[config.mk]
export PLATFORM = sky130hd
export DESIGN_NAME = cache_decode
export DESIGN_NICKNAME = d
export VERILOG_FILES = /design/src/source/cache_pkg.sv /design/src/source/cache_decode.sv
export VERILOG_INCLUDE_DIRS = /design/src
export SDC_FILE = /design/constraint.sdc
export NUM_CORES = 1
export LEC_CHECK = 0
export BUFFER_PORTS_ARGS = -buffer_cell sky130_fd_sc_hd__buf_4
export CAP_MARGIN = 15
export CORE_ASPECT_RATIO = 0.75
export CORE_MARGIN = 8
export CORE_UTILIZATION = 35
export DETAILED_ROUTE_END_ITERATION = 8
export PLACE_DENSITY = 0.7
export SLEW_MARGIN = 10
export SYNTH_ARGS = -nofsm -noshare
export SYNTH_HDL_FRONTEND = slang
export SYNTH_SLANG_ARGS = --single-unit
[constraint.sdc]
create_clock -name clk -period 0.8 [get_ports clk]
set_input_delay 0.16 -clock clk [delete_from_list [all_inputs] [get_ports clk]]
set_output_delay 0.16 -clock clk [all_outputs]
set_load 0.02 [all_outputs]
[src/cache_cfg.svh]
`ifndef CACHE_CFG_SVH
`define CACHE_CFG_SVH

// address split of a 32-bit byte address
`define CACHE_TAG_BITS   21
`define CACHE_INDEX_BITS 5
`define CACHE_WOFS_BITS  4
`define CACHE_BOFS_BITS  2  // byte offset, ignored on access

// geometry
`define CACHE_LINES      32
`define CACHE_LINE_WORDS 16

`endif

[src/source/cache_pkg.sv]
`include "cache_cfg.svh"

package cache_pkg;

  typedef enum logic {
    REQ_READ  = 1'b0,
    REQ_WRITE = 1'b1
  } req_type_e;

  typedef struct packed {
    logic [`CACHE_TAG_BITS-1:0]   tag;
    logic [`CACHE_INDEX_BITS-1:0] index;
    logic [`CACHE_WOFS_BITS-1:0]  wofs;
    logic [`CACHE_BOFS_BITS-1:0]  bofs;
  } cache_addr_t;

  // one address word, seen raw or as its fields
  typedef union packed {
    logic [31:0] raw;
    cache_addr_t f;
  } cache_addr_u;

  typedef struct packed {
    req_type_e   type_;
    logic [7:0]  opaque;
    cache_addr_u addr;
    logic [31:0] data;
  } cache_req_t;

  typedef struct packed {
    req_type_e   type_;
    logic [7:0]  opaque;
    logic [31:0] data;  // undefined for writes
  } cache_resp_t;

  typedef struct packed {
    req_type_e   type_;
    logic [31:0] addr;
    logic [31:0] data;
  } mem_req_t;

  typedef struct packed {
    logic [31:0] data;  // zero-ignored on write acks
  } mem_resp_t;

endpackage

[src/source/cache_decode.sv]
`include "cache_cfg.svh"

module cache_decode (
  input  logic                         clk,
  input  logic                         reset,
  input  logic                         req_valid,
  input  cache_pkg::cache_req_t        req,
  output cache_pkg::cache_req_t        cur_req,
  output logic [`CACHE_TAG_BITS-1:0]   cur_tag,
  output logic [`CACHE_INDEX_BITS-1:0] cur_index,
  output logic [`CACHE_WOFS_BITS-1:0]  cur_wofs
);
  import cache_pkg::*;

  cache_addr_u addr_view;

  // request held for the whole transaction
  always_ff @(posedge clk) begin
    if (reset) begin
      cur_req <= '0;
    end else if (req_valid) begin
      cur_req <= req;
    end
  end

  assign addr_view.raw = cur_req.addr.raw;

  assign cur_tag   = addr_view.f.tag;
  assign cur_index = addr_view.f.index;
  assign cur_wofs  = addr_view.f.wofs;  // byte offset dropped

endmodule

After elaboration in Yosys (flattened, before gate mapping)
Index checks and enable logic that the tools add are counted.
{"block": "totals", "regBits": 73, "elab_cells": 4}

Depth between registers and ports, before layout
{"block": "logic_depth", "depth_word": 0, "depth_mapped": 4, "depth_no_buf": 2}

Worst setup path before layout
OpenSTA, ideal clock, no wires.
{"block": "synth_path", "kind": "input to register", "start": "input reset", "end": "register cur_req, in the netlist addr_view[0]", "setup_time_ns": 0.128, "arrival_ns": 0.663, "t_required_ns": 0.672, "slack_ns": 0.009, "path_stages": 3, "path_buffers": 2, "cell_sequence": "clkbuf_2 buf_1 nor2_1"}
{"element": "start, declared", "line_no": "cache_decode.sv:5", "source": "input logic reset,"}
{"element": "end signal, assigned", "line_no": "cache_decode.sv:22", "source": "cur_req <= req;"}
{"element": "end, declared", "line_no": "cache_decode.sv:8", "source": "output cache_pkg::cache_req_t cur_req,"}
No word-level cell between the ends.

Worst setup path in the final report
{"block": "layout_path", "start": "register cur_req, in the netlist addr_view[13]", "end": "output cur_tag[2]"}
{"element": "end, declared", "line_no": "cache_decode.sv:9", "source": "output logic [`CACHE_TAG_BITS-1:0] cur_tag,"}
No word-level cell between the ends.

==> results.ini <==
[power]
design_power_total_mw=9.458
max-vdd-ir-drop_mv=1.129
power_density_nw_per_um2=1978
p_leak_nw=2.379

[placement]
hpwlAfterDp_um=6119
dp_slack_ps=-155.7
numPortBuffers=178
gp_congestion=0.7267
place_area_um2=4061

[sta]
hold_viol=0
worst_slack_ps=-189.8
tns_ps=-16700
max_freq_mhz=1010
whs_ps=54.11
maxSlewViolCount=0
skew_ps=0
maxSlewHeadroom=0.8712
tightest_slew_ps=193.2
rsz0062_at_grt=true
fin_crit_sh=1.237
setup_viol=103
min_period_ps=989.8

[global_route]
overflow=0
track_usage=0.1382
grt_max_degree=28
antenna_found_initial=0
grt_pass1_wl_um=12600
grt_pass1_vias=2516

[route]
routed_wl_um=8287
drtAntennaViolNets=0
drt_iter0_markers=72
post-route-drc-count=0
vias_per_cell=4.377
wl_per_cell_um=15.64
dr.pass1.iters=3
num_vias=2320

[synthesis]
post-synth-top-area-cell=dfxtp_1
synth_top_area_share=0.5069
synthFlopType=dfxtp_1
async_flop_share=0
synth_warnings=0
synth_seq_area_share=0.5069
synth_cell_types=7
syn-cell-area_um2=2883
synth.area.top_cells=dfxtp_1 51%, mux2i_1 25%, nor2_1 9.5%
yosys_register_bits=73
ys_top_cells_by_count=73 x dfxtp_1, 73 x mux2i_1, 73 x nor2_1
synthCells=265
syn_area_per_cell_um2=10.88
synthesis.nets=341
synth-edff-count=0

[critical_path]
crit_chain=buf_4
crit_path_max_incr_delay_ps=350
cp_slowest_cell=dfxtp_2
cp_top_family=flip-flops
crit_fanout=3
crit_required_ps=640
path_class=reg2out
reg2reg_setup_slack_ps=50
worst-path-buf-inv=1
cp_data_arrival_time_ps=830
worstSetupStartpointType=register
crit_path_end_kind=output pin

[die]
dieWidth_um=120.8
coreArea_um2=7953
die_h_um=94.60
rows=28
ios=179
start_util=0.3625
dieArea_um2=11430

[finish]
design_area_um2=4781
drive_gt1_frac=0.6541
fin_nets=496
antenna_cells=0
syn2layout_area_growth_pct=65.84

[flow_run]
maxCapViolations=0

[outcome]
violations=setup timing
run_status=finished, violations left

[clock_network]
clock_sinks=73
tritoncts=built
cts.reportedPaths.clkPinSlew_ps=80
cts_htree_levels=3
clk_latency_ps=330
hold_buffers=0
clk_path_buf_depth=2
clockRootBuffer=clkbuf_8
cts_made_buffers=9

[hold_path]
hold_path.class=in2reg

## state kept, by name, indices dropped and copies added (netlist names)
name,flops
cur_req,41
addr_view,32
## cell families after synthesis
| logic type | count (synthesis) | share of synthesized area |
|---|---|---|
| buf+inv | 46 | 0.1445 |
| simple gates | 73 | 0.09505 |
| flops | 73 | 0.5069 |
| mux | 73 | 0.2535 |
## repair_timing
| action | CTS | global route |
|---|---|---|
| resized for setup | 148 | 19 |
| gates cloned | 0 | 0 |
| endpoints found under the setup margin | 103 | 103 |
| setup buffers | 2 | 3 |
## cells in the final DEF, fill, tap and decap left out
master / instances
buf_6: 89
clkbuf_1: 1
dfxtp_4: 5
buf_12: 6
clkinvlp_4: 1
clkbuf_8: 10
dfxtp_2: 68
bufinv_16: 3
buf_4: 95
nor2_1: 73
mux2i_1: 73
clkinv_2: 1
## per-stage QoR
stage / cells / util
finish: 530 / 0.6012
global route: 530 / 0.6012
CTS: 527 / 0.5902
detailed placement: 509 / 0.5107
global placement: 509 / 0.5107
floorplan: 265 / -
## report_power, final
| part | total, mW | switching (mW) | internal (mW) |
|---|---|---|---|
| sequential | 4.07 | 0.187 | 3.89 |
| combinational | 1.89 | 0.848 | 1.04 |
| clock | 3.50 | 1.34 | 2.15 |
## metal layers
layer	vias to the layer above	part of all wire	track usage
met3	5	0.13	0.07931
met4	0	0.0066	0.04041
met1	1060	0.37	0.1373
li1	1141	-	-
met2	114	0.49	0.2437
met5	-	0	0
## path summary, 6_finish.rpt
| check | from | endpoint | cells after the start |
|---|---|---|---|
| hold reg to reg | cur_req[66] | cur_req[66] | 2 |
| hold / removal | req[12] | cur_req[12] | 3 |
| setup / recovery | addr_view[13] | cur_tag[2] | 1 |
| setup reg to reg | addr_view[23] | addr_view[23] | 3 |
## final cells by class
| class | count | area [µm²] |
|---|---|---|
| fill | 692 | 3172 |
| timing repair buffer | 190 | 1836 |
| sequential | 73 | 1565 |
| multi-input combinational | 146 | 1005 |
| clock buffer | 11 | 141.4 |
| tap | 105 | 131.4 |
| clock inverter | 5 | 102.6 |
(Power assumes the default switching activity.)
