<file path="config.mk">
export PLATFORM = sky130hd
export DESIGN_NAME = cache_ctrl
export DESIGN_NICKNAME = d
export VERILOG_FILES = /design/src/source/cache_pkg.sv /design/src/source/cache_ctrl.sv
export VERILOG_INCLUDE_DIRS = /design/src
export SDC_FILE = /design/constraint.sdc
export NUM_CORES = 1
export LEC_CHECK = 0
export BUFFER_PORTS_ARGS = -buffer_cell sky130_fd_sc_hd__buf_2
export CORE_AREA = 3 3 76 78
export CTS_CLUSTER_SIZE = 25
export DETAILED_ROUTE_END_ITERATION = 12
export DIE_AREA = 0 0 79 81
export GPL_TIMING_DRIVEN = 1
export PLACE_DENSITY = 0.62
export SYNTH_ARGS = -nofsm -noshare
export SYNTH_HDL_FRONTEND = slang
export SYNTH_SLANG_ARGS = --single-unit
</file>
<file path="constraint.sdc">
create_clock -name clk -period 2.3 [get_ports clk]
set_input_delay 0.23 -clock clk [delete_from_list [all_inputs] [get_ports clk]]
set_output_delay 0.23 -clock clk [all_outputs]
set_load 0.02 [all_outputs]
</file>
<file path="src/cache_cfg.svh">
`ifndef CACHE_CFG_SVH
`define CACHE_CFG_SVH

// address split of a 32-bit byte address
`define CACHE_TAG_BITS   21
`define CACHE_INDEX_BITS 5
`define CACHE_WOFS_BITS  4
`define CACHE_BOFS_BITS  2  // byte offset, ignored on access

// geometry
`define CACHE_LINES      32
`define CACHE_LINE_WORDS 16

`endif

</file>
<file path="src/source/cache_pkg.sv">
`include "cache_cfg.svh"

package cache_pkg;

  typedef enum logic {
    REQ_READ  = 1'b0,
    REQ_WRITE = 1'b1
  } req_type_e;

  typedef struct packed {
    logic [`CACHE_TAG_BITS-1:0]   tag;
    logic [`CACHE_INDEX_BITS-1:0] index;
    logic [`CACHE_WOFS_BITS-1:0]  wofs;
    logic [`CACHE_BOFS_BITS-1:0]  bofs;
  } cache_addr_t;

  // one address word, seen raw or as its fields
  typedef union packed {
    logic [31:0] raw;
    cache_addr_t f;
  } cache_addr_u;

  typedef struct packed {
    req_type_e   type_;
    logic [7:0]  opaque;
    cache_addr_u addr;
    logic [31:0] data;
  } cache_req_t;

  typedef struct packed {
    req_type_e   type_;
    logic [7:0]  opaque;
    logic [31:0] data;  // undefined for writes
  } cache_resp_t;

  typedef struct packed {
    req_type_e   type_;
    logic [31:0] addr;
    logic [31:0] data;
  } mem_req_t;

  typedef struct packed {
    logic [31:0] data;  // zero-ignored on write acks
  } mem_resp_t;

endpackage

</file>
<file path="src/source/cache_ctrl.sv">
`include "cache_cfg.svh"

module cache_ctrl (
  input  logic                         clk,
  input  logic                         reset,
  input  logic                         req_valid,
  input  cache_pkg::cache_req_t        cur_req,
  input  logic [`CACHE_TAG_BITS-1:0]   cur_tag,
  input  logic [`CACHE_INDEX_BITS-1:0] cur_index,
  input  logic                         hit,
  input  logic                         victim_dirty,
  input  logic [`CACHE_TAG_BITS-1:0]   victim_tag,
  output logic                         busy,
  output logic                         line_word_we,
  output logic                         fill_sel,
  output logic [`CACHE_WOFS_BITS-1:0]  word_count,
  output logic                         tag_we,
  output logic                         mem_req_valid,
  output cache_pkg::mem_req_t          mem_req,
  input  logic                         mem_resp_valid,
  output logic                         hit_done
);
  import cache_pkg::*;

  typedef enum logic [2:0] {IDLE, LOOKUP, WRITEBACK, REFILL, RESPOND} state_e;

  state_e      state;
  state_e      state_next;
  logic        mem_wait;
  logic        mem_done;
  logic        last_word;
  cache_addr_u mem_addr;

  assign mem_done  = mem_wait && mem_resp_valid;
  assign last_word = &word_count;  // all ones on word 15
  assign busy      = (state != IDLE);

  always_comb begin
    state_next   = state;
    line_word_we = 1'b0;
    fill_sel     = 1'b0;
    tag_we       = 1'b0;
    hit_done     = 1'b0;
    case (state)
      IDLE: begin
        if (req_valid) state_next = LOOKUP;
      end
      LOOKUP: begin
        if (hit) begin
          hit_done     = 1'b1;
          line_word_we = (cur_req.type_ == REQ_WRITE);  // write hit stores client word
          state_next   = RESPOND;
        end else if (victim_dirty) begin
          state_next = WRITEBACK;
        end else begin
          state_next = REFILL;
        end
      end
      WRITEBACK: begin
        if (mem_done && last_word) state_next = REFILL;
      end
      REFILL: begin
        fill_sel = 1'b1;
        if (mem_done) begin
          line_word_we = 1'b1;
          if (last_word) begin
            tag_we     = 1'b1;
            state_next = LOOKUP;  // replay as a hit
          end
        end
      end
      RESPOND: state_next = IDLE;
      default: state_next = IDLE;
    endcase
  end

  // one outstanding memory request at a time
  assign mem_req_valid = (state == WRITEBACK || state == REFILL) && !mem_wait;

  always_comb begin
    mem_addr.f.tag   = (state == WRITEBACK) ? victim_tag : cur_tag;
    mem_addr.f.index = cur_index;
    mem_addr.f.wofs  = word_count;
    mem_addr.f.bofs  = '0;
  end

  assign mem_req.type_ = (state == WRITEBACK) ? REQ_WRITE : REQ_READ;
  assign mem_req.addr  = mem_addr.raw;
  assign mem_req.data  = '0;  // victim data merged at top

  always_ff @(posedge clk) begin
    if (reset) begin
      state      <= IDLE;
      mem_wait   <= 1'b0;
      word_count <= '0;
    end else begin
      state <= state_next;
      if (mem_req_valid) begin
        mem_wait <= 1'b1;
      end else if (mem_resp_valid) begin
        mem_wait <= 1'b0;
      end
      // wraps back to 0 after each 16-word burst
      if (mem_done) word_count <= word_count + 1'b1;
    end
  end

endmodule

</file>
## Yosys cells after proc, flatten, opt, wreduce, memory -nomap -nowiden

Cells that the tools add are included.
W data, S select, Z words.

| word-level totals | value |
|---|---|
| flip-flop bits (word level) | 8 |
| bits in latches | 0 |
| RAM bits | 0 |
| bits in read-only memories | 0 |
| input port bits | 126 |
| output and inout port bits | 75 |
| logic and storage cells | 41 |
| memories kept | 0 |

| cells by class | value |
|---|---|
| $add $sub $neg | 1 |
| multiply operators | 0 |
| div/mod/pow operators | 0 |
| $lt $le $gt $ge | 0 |
| equal/unequal tests | 7 |
| shifts and indexed selects | 0 |
| mux-type cells | 20 |
| bitwise operators | 0 |
| reduce and logical (&&, ||, !) cells | 10 |

Operators with widths:

| operator | count |
|---|---|
| $mux W21 | 1 |
| $mux W3 | 5 |
| $mux W1 | 12 |
| $pmux W3 S4 | 1 |
| $ne A2 B2 Y1 const B | 4 |
| $reduce_and A4 Y1 | 2 |
| $eq A3 B2 Y1 const B | 2 |
| $add A4 B1 Y4 const B | 1 |
| $eq A3 B1 Y1 const B | 1 |
| $logic_and A1 B1 Y1 | 3 |
| $logic_not A3 Y1 | 1 |
| $reduce_bool A3 Y1 | 1 |
| $pmux W1 S2 | 1 |
| $reduce_bool A2 Y1 | 1 |
| $logic_not A1 Y1 | 1 |
| $logic_or A1 B1 Y1 | 1 |

## Longest topological paths before layout

Gate-level depths: netlist of the first run.

| logic depth | value |
|---|---|
| word-level depth | 4 |
| gate-level depth with buffers | 4 |
| mapped depth without buffers | 4 |

## Least setup slack after synthesis of the first run

No wires, ideal clock.

| path | value |
|---|---|
| path kind | register to output |
| start | register word_count[0] |
| end | output tag_we |
| arrival time | 1.359 ns |
| data required time | 2.070 ns |
| path slack | 0.711 ns |
| cell stages (with the launch flop) | 4 |
| cells stage by stage | dfxtp_1 > ha_1 > nand4_4 > nor3_1 |

| on the way | value |
|---|---|
| word-level cells in the longest chain between the ends | 4 |

Ends and longest elaborated chain:

| item | line | source |
|---|---|---|
| start: declaration | cache_ctrl.sv:16 | `` output logic [`CACHE_WOFS_BITS-1:0] word_count, `` |
| start signal: assignment | cache_ctrl.sv:104 | `if (mem_done) word_count <= word_count + 1'b1;` |
| $reduce_and A4 Y1 | cache_ctrl.sv:35 | `assign last_word = &word_count;` |
| $mux W1 | cache_ctrl.sv:66 | `if (last_word) begin` |
| $mux W1 | cache_ctrl.sv:64 | `if (mem_done) begin` |
| $mux W1 | cache_ctrl.sv:44 | `case (state)` |
| end: declaration | cache_ctrl.sv:17 | `output logic tag_we,` |

Every way passes these cells.

==> results of run 1 <==
-- stage by stage --
stage | utilization | cells
5_1_grt | 0.2622 | 263
3_5_place_dp | 0.2541 | 260
3_3_place_gp | 0.2541 | 260
6_report | 0.2622 | 263
4_1_cts | 0.2622 | 263
2_1_floorplan | - | 152
-- cells by family after synthesis --
kind of cell | after synthesis | share of synthesized area
buffers and inverters | 49 | 0.3581
multiplexers | 23 | 0.2521
adder cells (fa/ha/maj) | 1 | 0.01218
other | 1 | 0.003651
XOR/XNOR | 2 | 0.01706
flip-flops | 8 | 0.1559
AND/OR/NAND/NOR | 29 | 0.1559
AO/OA/AOI/OAI | 6 | 0.04506
-- layer usage --
| metal | GRT usage | part of all wire |
|---|---|---|
| met5 | 0 | 0 |
| met4 | 0.04811 | 0.020 |
| met3 | 0.008869 | 0.13 |
| met2 | 0.1263 | 0.46 |
| met1 | 0.08814 | 0.39 |
-- cell usage in the layout, fill, tap and decap left out, types with 2 or more instances in the layout --
cell	n
a21oi_1	3
buf_2	84
clkbuf_8	3
conb_1	34
dfxtp_1	8
inv_1	2
mux2_2	22
nand2_1	7
nand3_1	2
nor2_1	8
nor2b_1	2
nor3_1	3
-- report_power, final --
group / internal (W) / switching [W] / total (W) / leakage, nW
combinational: 0.0000973 / 0.000159 / 0.000256 / 0.642
clock: 0.000113 / 0.0000560 / 0.000169 / 0.0216
sequential: 0.000145 / 0.00000951 / 0.000154 / 0.0650
total: 0.000356 / 0.000224 / 0.000580 / 0.728
-- final cells by class --
| cell class | instances | area [um2] | area share |
|---|---|---|---|
| flip-flops and latches | 8 | 160.2 | 0.1188 |
| multi-input cells | 95 | 623.1 | 0.4624 |
| well taps | 70 | 87.58 | 0.06500 |
| inverters | 2 | 7.507 | 0.005571 |
| clock buffers | 3 | 41.29 | 0.03064 |
| repair buffers | 85 | 427.9 | 0.3175 |
-- synth_stat cells, types with 2 or more instances --
library cell	n
nor3_1	3
dfxtp_1	8
buf_4	43
a21oi_1	3
nor2b_1	2
mux2_2	22
nor2_1	8
nand3_1	2
nand2_1	7
inv_1	2
buf_6	3
-- registers in the layout, indices dropped and copies added, names as in the netlist --
| signal | cells |
|---|---|
| word_count | 4 |
| mem_wait | 1 |
| state | 3 |
-- how the worst max path moves through the flow --
stage	from	to	slack, ns
6_report	state[1]	mem_req[55]	0.32
3_3_place_gp	state[1]	mem_req[55]	0.57
2_1_floorplan	word_count[0]	tag_we	0.71
3_5_place_dp	state[1]	mem_req[55]	0.54
5_1_grt	state[1]	mem_req[55]	0.19
4_1_cts	state[1]	mem_req[55]	0.30
-- worst max-delay path, cell delays in order (launching register included) --
cell,delay [ns]
dfxtp_1,0.46
nand2b_2,0.14
nor2_4,0.08
buf_4,0.28
mux2_2,0.38
buf_2,0.16
==> run summary, run 1 <==
The run finished with clean final reports. The ratio of final minimum period to clock period is 0.8594. The max capacitance violation total came out at 0. The number of violations reported at the end of detailed-routing iteration 0 came out at 5. For this run, the total global-route usage over all layers was measured as 0.07417. The smallest hold slack came out at 0.2946 ns.

The beginning of the worst register-to-register path is mem_wait. The HPWL after detailed placement is 2.377 mm. The leakage power is 0.7283 nW. Of all cell types, the one taking the most synthesized area is buf_4. The number of pins with negative max-slew slack in the final report is 0.

Along the worst hold path, the cell count comes to 2. The number of CTS-inserted buffers came out at 3. The floorplan step set the die width to 79 um.

After clock tree synthesis, the setup repair step added 0 buffers. The global-route wire length before repair came out at 3.670 mm. The count of port buffers added during placement is 84. At the end of routability-driven placement, the weighted congestion stood at 0.6569. The standard cell area after detailed placement came out at 1306 um2. The number of global-route vias before repair is 781. The area inside the core boundary is 5140 um2. The start point of the worst hold path is reset. From synthesis to final layout, the design area changed by 31.18%.

The share of flip-flops with an asynchronous set or reset is 0. The maximum clock rate is 0.5059 GHz. The worst setup path is captured at an output pin. The post-synthesis instance total came out at 119. The top-area cell type share of the netlist area came out at 0.3143. The critical path in this run is classified as reg2out. The number of hold violations in the final report came out at 0. The starting density of the core is 0.1999. The die covers 6399 um2. After global routing the overflow that remains totals 0. The count of clock tree sinks is 8.

The largest fanout of any net on the critical path is 23. The number of optimization iterations in the first detailed-route pass came out at 3. The worst clock skew came out at 0.001404 ns.

The floorplan die height came out at 81 um. The row count is 26. 201 I/O pins were placed.

Overall power consumption after layout is estimated at 0.0005800 W. The endpoint identified for the worst register-to-register timing path is state[0]. The power density over the cells came out at 430.4 nW/um2. Setup violations remaining at the end of the flow were counted as 0.

In this run, post-CTS hold repair placed 0 buffers. TritonCTS built the clock tree. Counting distinct cell types in the post-synthesis netlist gives 27. The vias per cell came out at 3.669. The synthesis warning total is 0.

Synthesis inferred 8 register bits. The ratio of cells with drive above 1 in the final layout is 0.5907. After clock tree synthesis, the repair step resized 0 gates. A synthesized cell averages 8.632 um2.

The number of diodes is 0. The maximum level of the CTS H-tree came out at 1. The initial antenna violation count is 0. The type of the tightest min-delay check is in2reg. At the end of the flow, the number of nets in the layout was 322. The path with the worst hold slack has its endpoint at mem_wait. After layout, the minimum clock period comes to 1.977 ns. The final total negative setup slack is 0 ns. The register area share after synthesis came out at 0.1559. Clock tree synthesis selected as its root buffer the cell clkbuf_8. By area the synthesized netlist is led by buf_4 31%, mux2_2 24%, dfxtp_1 16%, buf_6 3.3%, nor2_1 2.9%.

The required time at the endpoint of the critical path came out at 2.07 ns. Across the VDD grid, the largest voltage drop is 0.0002005 V. The most used flip-flop cell after synthesis is dfxtp_1.

Clock-pin slew was measured on the worst setup and hold paths at 0.04 ns. The setup check on the worst reg-to-reg path leaves a slack of 1.01 ns. Summed over all layers, the routed wires come to 2.765 mm. The worst reg-to-reg path cell count is 3. The detailed-route wire length per cell is 10.51 um.

No sink is reached through more buffers than the 2 on the longest clock path. STA classifies the critical path startpoint as a flip-flop. The synthesized area came out at 1027 um2. The data arrival at the endpoint of the critical path is 1.75 ns.

The number of enable-type register cells in the synthesized netlist is 0. After layout, the worst setup slack is 0.3233 ns. The number of remaining DRC errors came out at 0. The vias after detailed routing is 965.

The cell area after layout is 1348 um2. The detail route stage leaves a number of antenna-violating nets equal to 0. The worst-case setup slack after placement is 0.5448 ns.

The pin count of the biggest net entering global routing is 24. Setup repair after global routing left no endpoint under its margin. The clock latency at the later pin of the worst-skew pair came out at 0.23 ns.

The number of inserted filler cells in the final layout came out at 585.
Note: power is estimated with default switching activity, not from simulation.
==> inputs of run 2 (changes only) <==
- ABC_AREA: not set -> 1
- CORE_AREA: 3 3 76 78 -> 3 3 77 79
- DIE_AREA: 0 0 79 81 -> 0 0 80 82
- PLACE_DENSITY: 0.62 -> 0.6
==> run summary, run 2 <==
The area inside the core boundary is 5405 um2 (was 5140 um2). The top-area cell type share of the netlist area came out at 0.3233 (was 0.3143). Top cell types by occurrence after synthesis: 70 x nand2_1, 43 x buf_4, 11 x nor2_1, 8 x dfxtp_1, 8 x inv_1 (was 43 x buf_4, 22 x mux2_2, 8 x dfxtp_1, 8 x nor2_1, 7 x nand2_1).

The global-route wire length before repair is 3.519 mm (was 3.670 mm). The count of clock tree sinks was 8 (unchanged). The ratio of final minimum period to clock period is 0.7180 (was 0.8594). Highest-count cells in the layout ignoring fill and taps: 84 x buf_2, 70 x nand2_1, 34 x conb_1, 11 x nor2_1 (was 84 x buf_2, 34 x conb_1, 22 x mux2_2, 8 x nor2_1, 8 x dfxtp_1).

The number of hold violations in the final report is 0 (unchanged). The register clock-pin slew on the reported worst setup and hold paths came out at 0.04 ns (about the same). The count of port buffers added during placement is 84 (unchanged). The HPWL after detailed placement came out at 2.297 mm (was 2.377 mm). Largest registers: word_count: 4 flops, state: 3 flops, mem_wait: 1 flops (unchanged).

The number of setup violations in the final report is 0 (unchanged). The global placer's final weighted congestion came out at 0.7252 (was 0.6569). The leakage power was 0.8552 nW (was 0.7283 nW). The number of CTS-inserted buffers is 3 (unchanged). The top-level I/O count came out at 201 (unchanged). The synthesized area is 998.5 um2 (was 1027 um2). The register area share after synthesis is 0.1604 (was 0.1559). The floorplan die height is 82 um (was 81 um). The largest fanout of any net on the critical path came to 23 (unchanged). The kind of end point of the critical path is an output pin (unchanged). The clock tree buffer depth came out at 2 (unchanged). The final core utilization came out at 0.2454 (was 0.2622). The synthesis warning total came out at 0 (unchanged). The data arrival at the endpoint of the critical path is 1.42 ns (was 1.75 ns).

The number of global-route vias before repair was 814 (was 781). Top cells by area in the synthesized netlist: buf_4 32%, nand2_1 26%, dfxtp_1 16%, nor2_1 4.1%, inv_1 3.0% (was buf_4 31%, mux2_2 24%, dfxtp_1 16%, buf_6 3.3%, nor2_1 2.9%). The number of remaining DRC errors is 0 (unchanged). The library cell with the largest summed area after synthesis was buf_4 (unchanged). The synthesized area per cell was 5.908 um2 (was 8.632 um2). The number of optimization iterations in the first detailed-route pass is 4 (was 3). The net count reported at finish is 372 (was 322). The number of diodes came out at 0 (unchanged).

The maximum clock rate is 0.6055 GHz (was 0.5059 GHz). The final total negative setup slack was 0 ns (unchanged). The clock latency at the later pin of the worst-skew pair came to 0.22 ns (was 0.23 ns). The number of buffers inserted for hold repair after clock tree synthesis is 0 (unchanged). The most common cell after layout, fill and taps aside is buf_2 (unchanged).

The worst clock skew is 0.0004733 ns (was 0.001404 ns). The starting density of the core came out at 0.1847 (was 0.1999). The aggregate global routing overflow came out at 0 (unchanged). The most flop-heavy register is word_count (unchanged). The ratio of cells with drive above 1 in the final layout is 0.3827 (was 0.5907). The maximum VDD drop came out at 0.0002630 V (was 0.0002005 V). The cell at the root of the clock tree was clkbuf_8 (unchanged). The final critical delay including setup and external delays is 1.652 ns (was 1.977 ns). The number of pins with negative max-slew slack in the final report was 0 (unchanged). The aggregate global-route resource usage came out at 0.06718 (was 0.07417). The layout overhead on the synthesized area came out at 32.83% (was 31.18%). The number of inserted filler cells in the final layout came to 612 (was 585). The flip-flop count of the largest register after layout came out at 4 (unchanged). Setup repair after global routing missed its margin: false (unchanged). The count of distinct cell types in the synthesized netlist is 20 (was 27). The overall routed net length was 2.780 mm (was 2.765 mm). The register bit count reported by yosys came to 8 (unchanged). The die area came out at 6560 um2 (was 6399 um2).

The required time at the endpoint of the critical path is 2.07 ns (about the same). The power density over the cells came to 803.3 nW/um2 (was 430.4 nW/um2). The post-detailed-route count of antenna-violating nets came out at 0 (unchanged). The detailed-route wire length per cell is 8.825 um (was 10.51 um). The post-synthesis instance total is 169 (was 119).

The row count came out at 27 (was 26). Run status: complete, no violations (unchanged). The most instantiated flip-flop cell in the synthesis netlist was dfxtp_1 (unchanged).

The pin count of the biggest net entering global routing came out at 24 (unchanged). The type of the tightest min-delay check was in2reg (unchanged). The CTS tree was built (unchanged). The number of violations reported at the end of detailed-routing iteration 0 came out at 17 (was 5).

The initial antenna violation count came out at 0 (unchanged). The total of cells resized after clock tree synthesis is 0 (unchanged). The cell with the most instances after synthesis was nand2_1 (was buf_4).

The maximum level of the CTS H-tree came out at 1 (unchanged). The critical setup path kind was reg2out (unchanged). The vias per cell came to 3.581 (was 3.669).

The post-CTS setup buffer count is 0 (unchanged). The max capacitance violation total is 0 (unchanged). The number of enable-type register cells in the synthesized netlist is 0 (unchanged).

The vias after detailed routing is 1128 (was 965). The horizontal die dimension is 80 um (was 79 um). The share of flip-flops with an asynchronous set or reset is 0 (unchanged).

The kind of launch point of the worst setup path is a flip-flop (unchanged).
run 2: final timing paths:
kind | from | endpoint | slack [ns] | depth (start not counted)
max | state[0] | mem_req[55] | 0.65 | 6
min | reset | state[1] | 0.26 | 2
max reg2reg | word_count[1] | state[0] | 1.08 | 7
min reg2reg | word_count[2] | word_count[2] | 0.53 | 2
run 2: stage by stage:
step | hold WS, ns | setup WS [ns] | std cells | cell area [um2] | total power (W)
6_report | 0.2569 | 0.6485 | 315 | 1326 | 0.001065
5_1_grt | 0.2617 | 0.5272 | 315 | 1326 | 0.001151
4_1_cts | 0.2501 | 0.6194 | 315 | 1326 | 0.001082
3_5_place_dp | 0.4601 | 0.8628 | 312 | 1285 | 0.0009081
3_3_place_gp | 0.4601 | 0.8702 | 312 | 1285 | 0.0009039
2_1_floorplan | 0.2991 | 0.7753 | 202 | 1122 | 0.0007629
run 2: worst max-delay path: stages, from the launching register on:
cell and delay, ns:
dfxtp_1 0.34, nor2_4 0.14, nand2_2 0.06, inv_2 0.30
nand2_1 0.11, nand2_1 0.07, buf_2 0.16
run 2: report_power, final:
part / internal (W) / leakage, nW / switching [W] / total (W)
clock: 0.000113 / 0.0216 / 0.0000529 / 0.000166
sequential: 0.000165 / 0.0653 / 0.0000330 / 0.000198
combinational: 0.000221 / 0.768 / 0.000480 / 0.000701
total: 0.000499 / 0.855 / 0.000566 / 0.00107
run 2: kinds of logic after synthesis:
kind of cell,synth area share
XOR/XNOR,0.008774
flip-flops,0.1604
adder cells (fa/ha/maj),0.01253
buffers and inverters,0.3935
AO/OA/AOI/OAI,0.04511
other,0.003756
AND/OR/NAND/NOR,0.3759
run 2: cell type report:
| class | instances | area (um2) | share of cell area |
|---|---|---|---|
| clock buffer | 3 | 41.29 | 0.03113 |
| inverter | 10 | 37.54 | 0.02830 |
| multi-input combinational | 137 | 569.3 | 0.4292 |
| sequential | 8 | 160.2 | 0.1208 |
| tap | 72 | 90.09 | 0.06792 |
| timing repair buffer | 85 | 427.9 | 0.3226 |
run 2: metal layers:
| metal | GRT usage | up-vias | wire length, um |
|---|---|---|---|
| li1 | - | 587 | - |
| met5 | 0 | - | 0 |
| met1 | 0.07966 | 458 | 1069 |
| met4 | 0.02027 | 0 | 0 |
| met3 | 0.01974 | 0 | 433 |
| met2 | 0.1167 | 83 | 1278 |
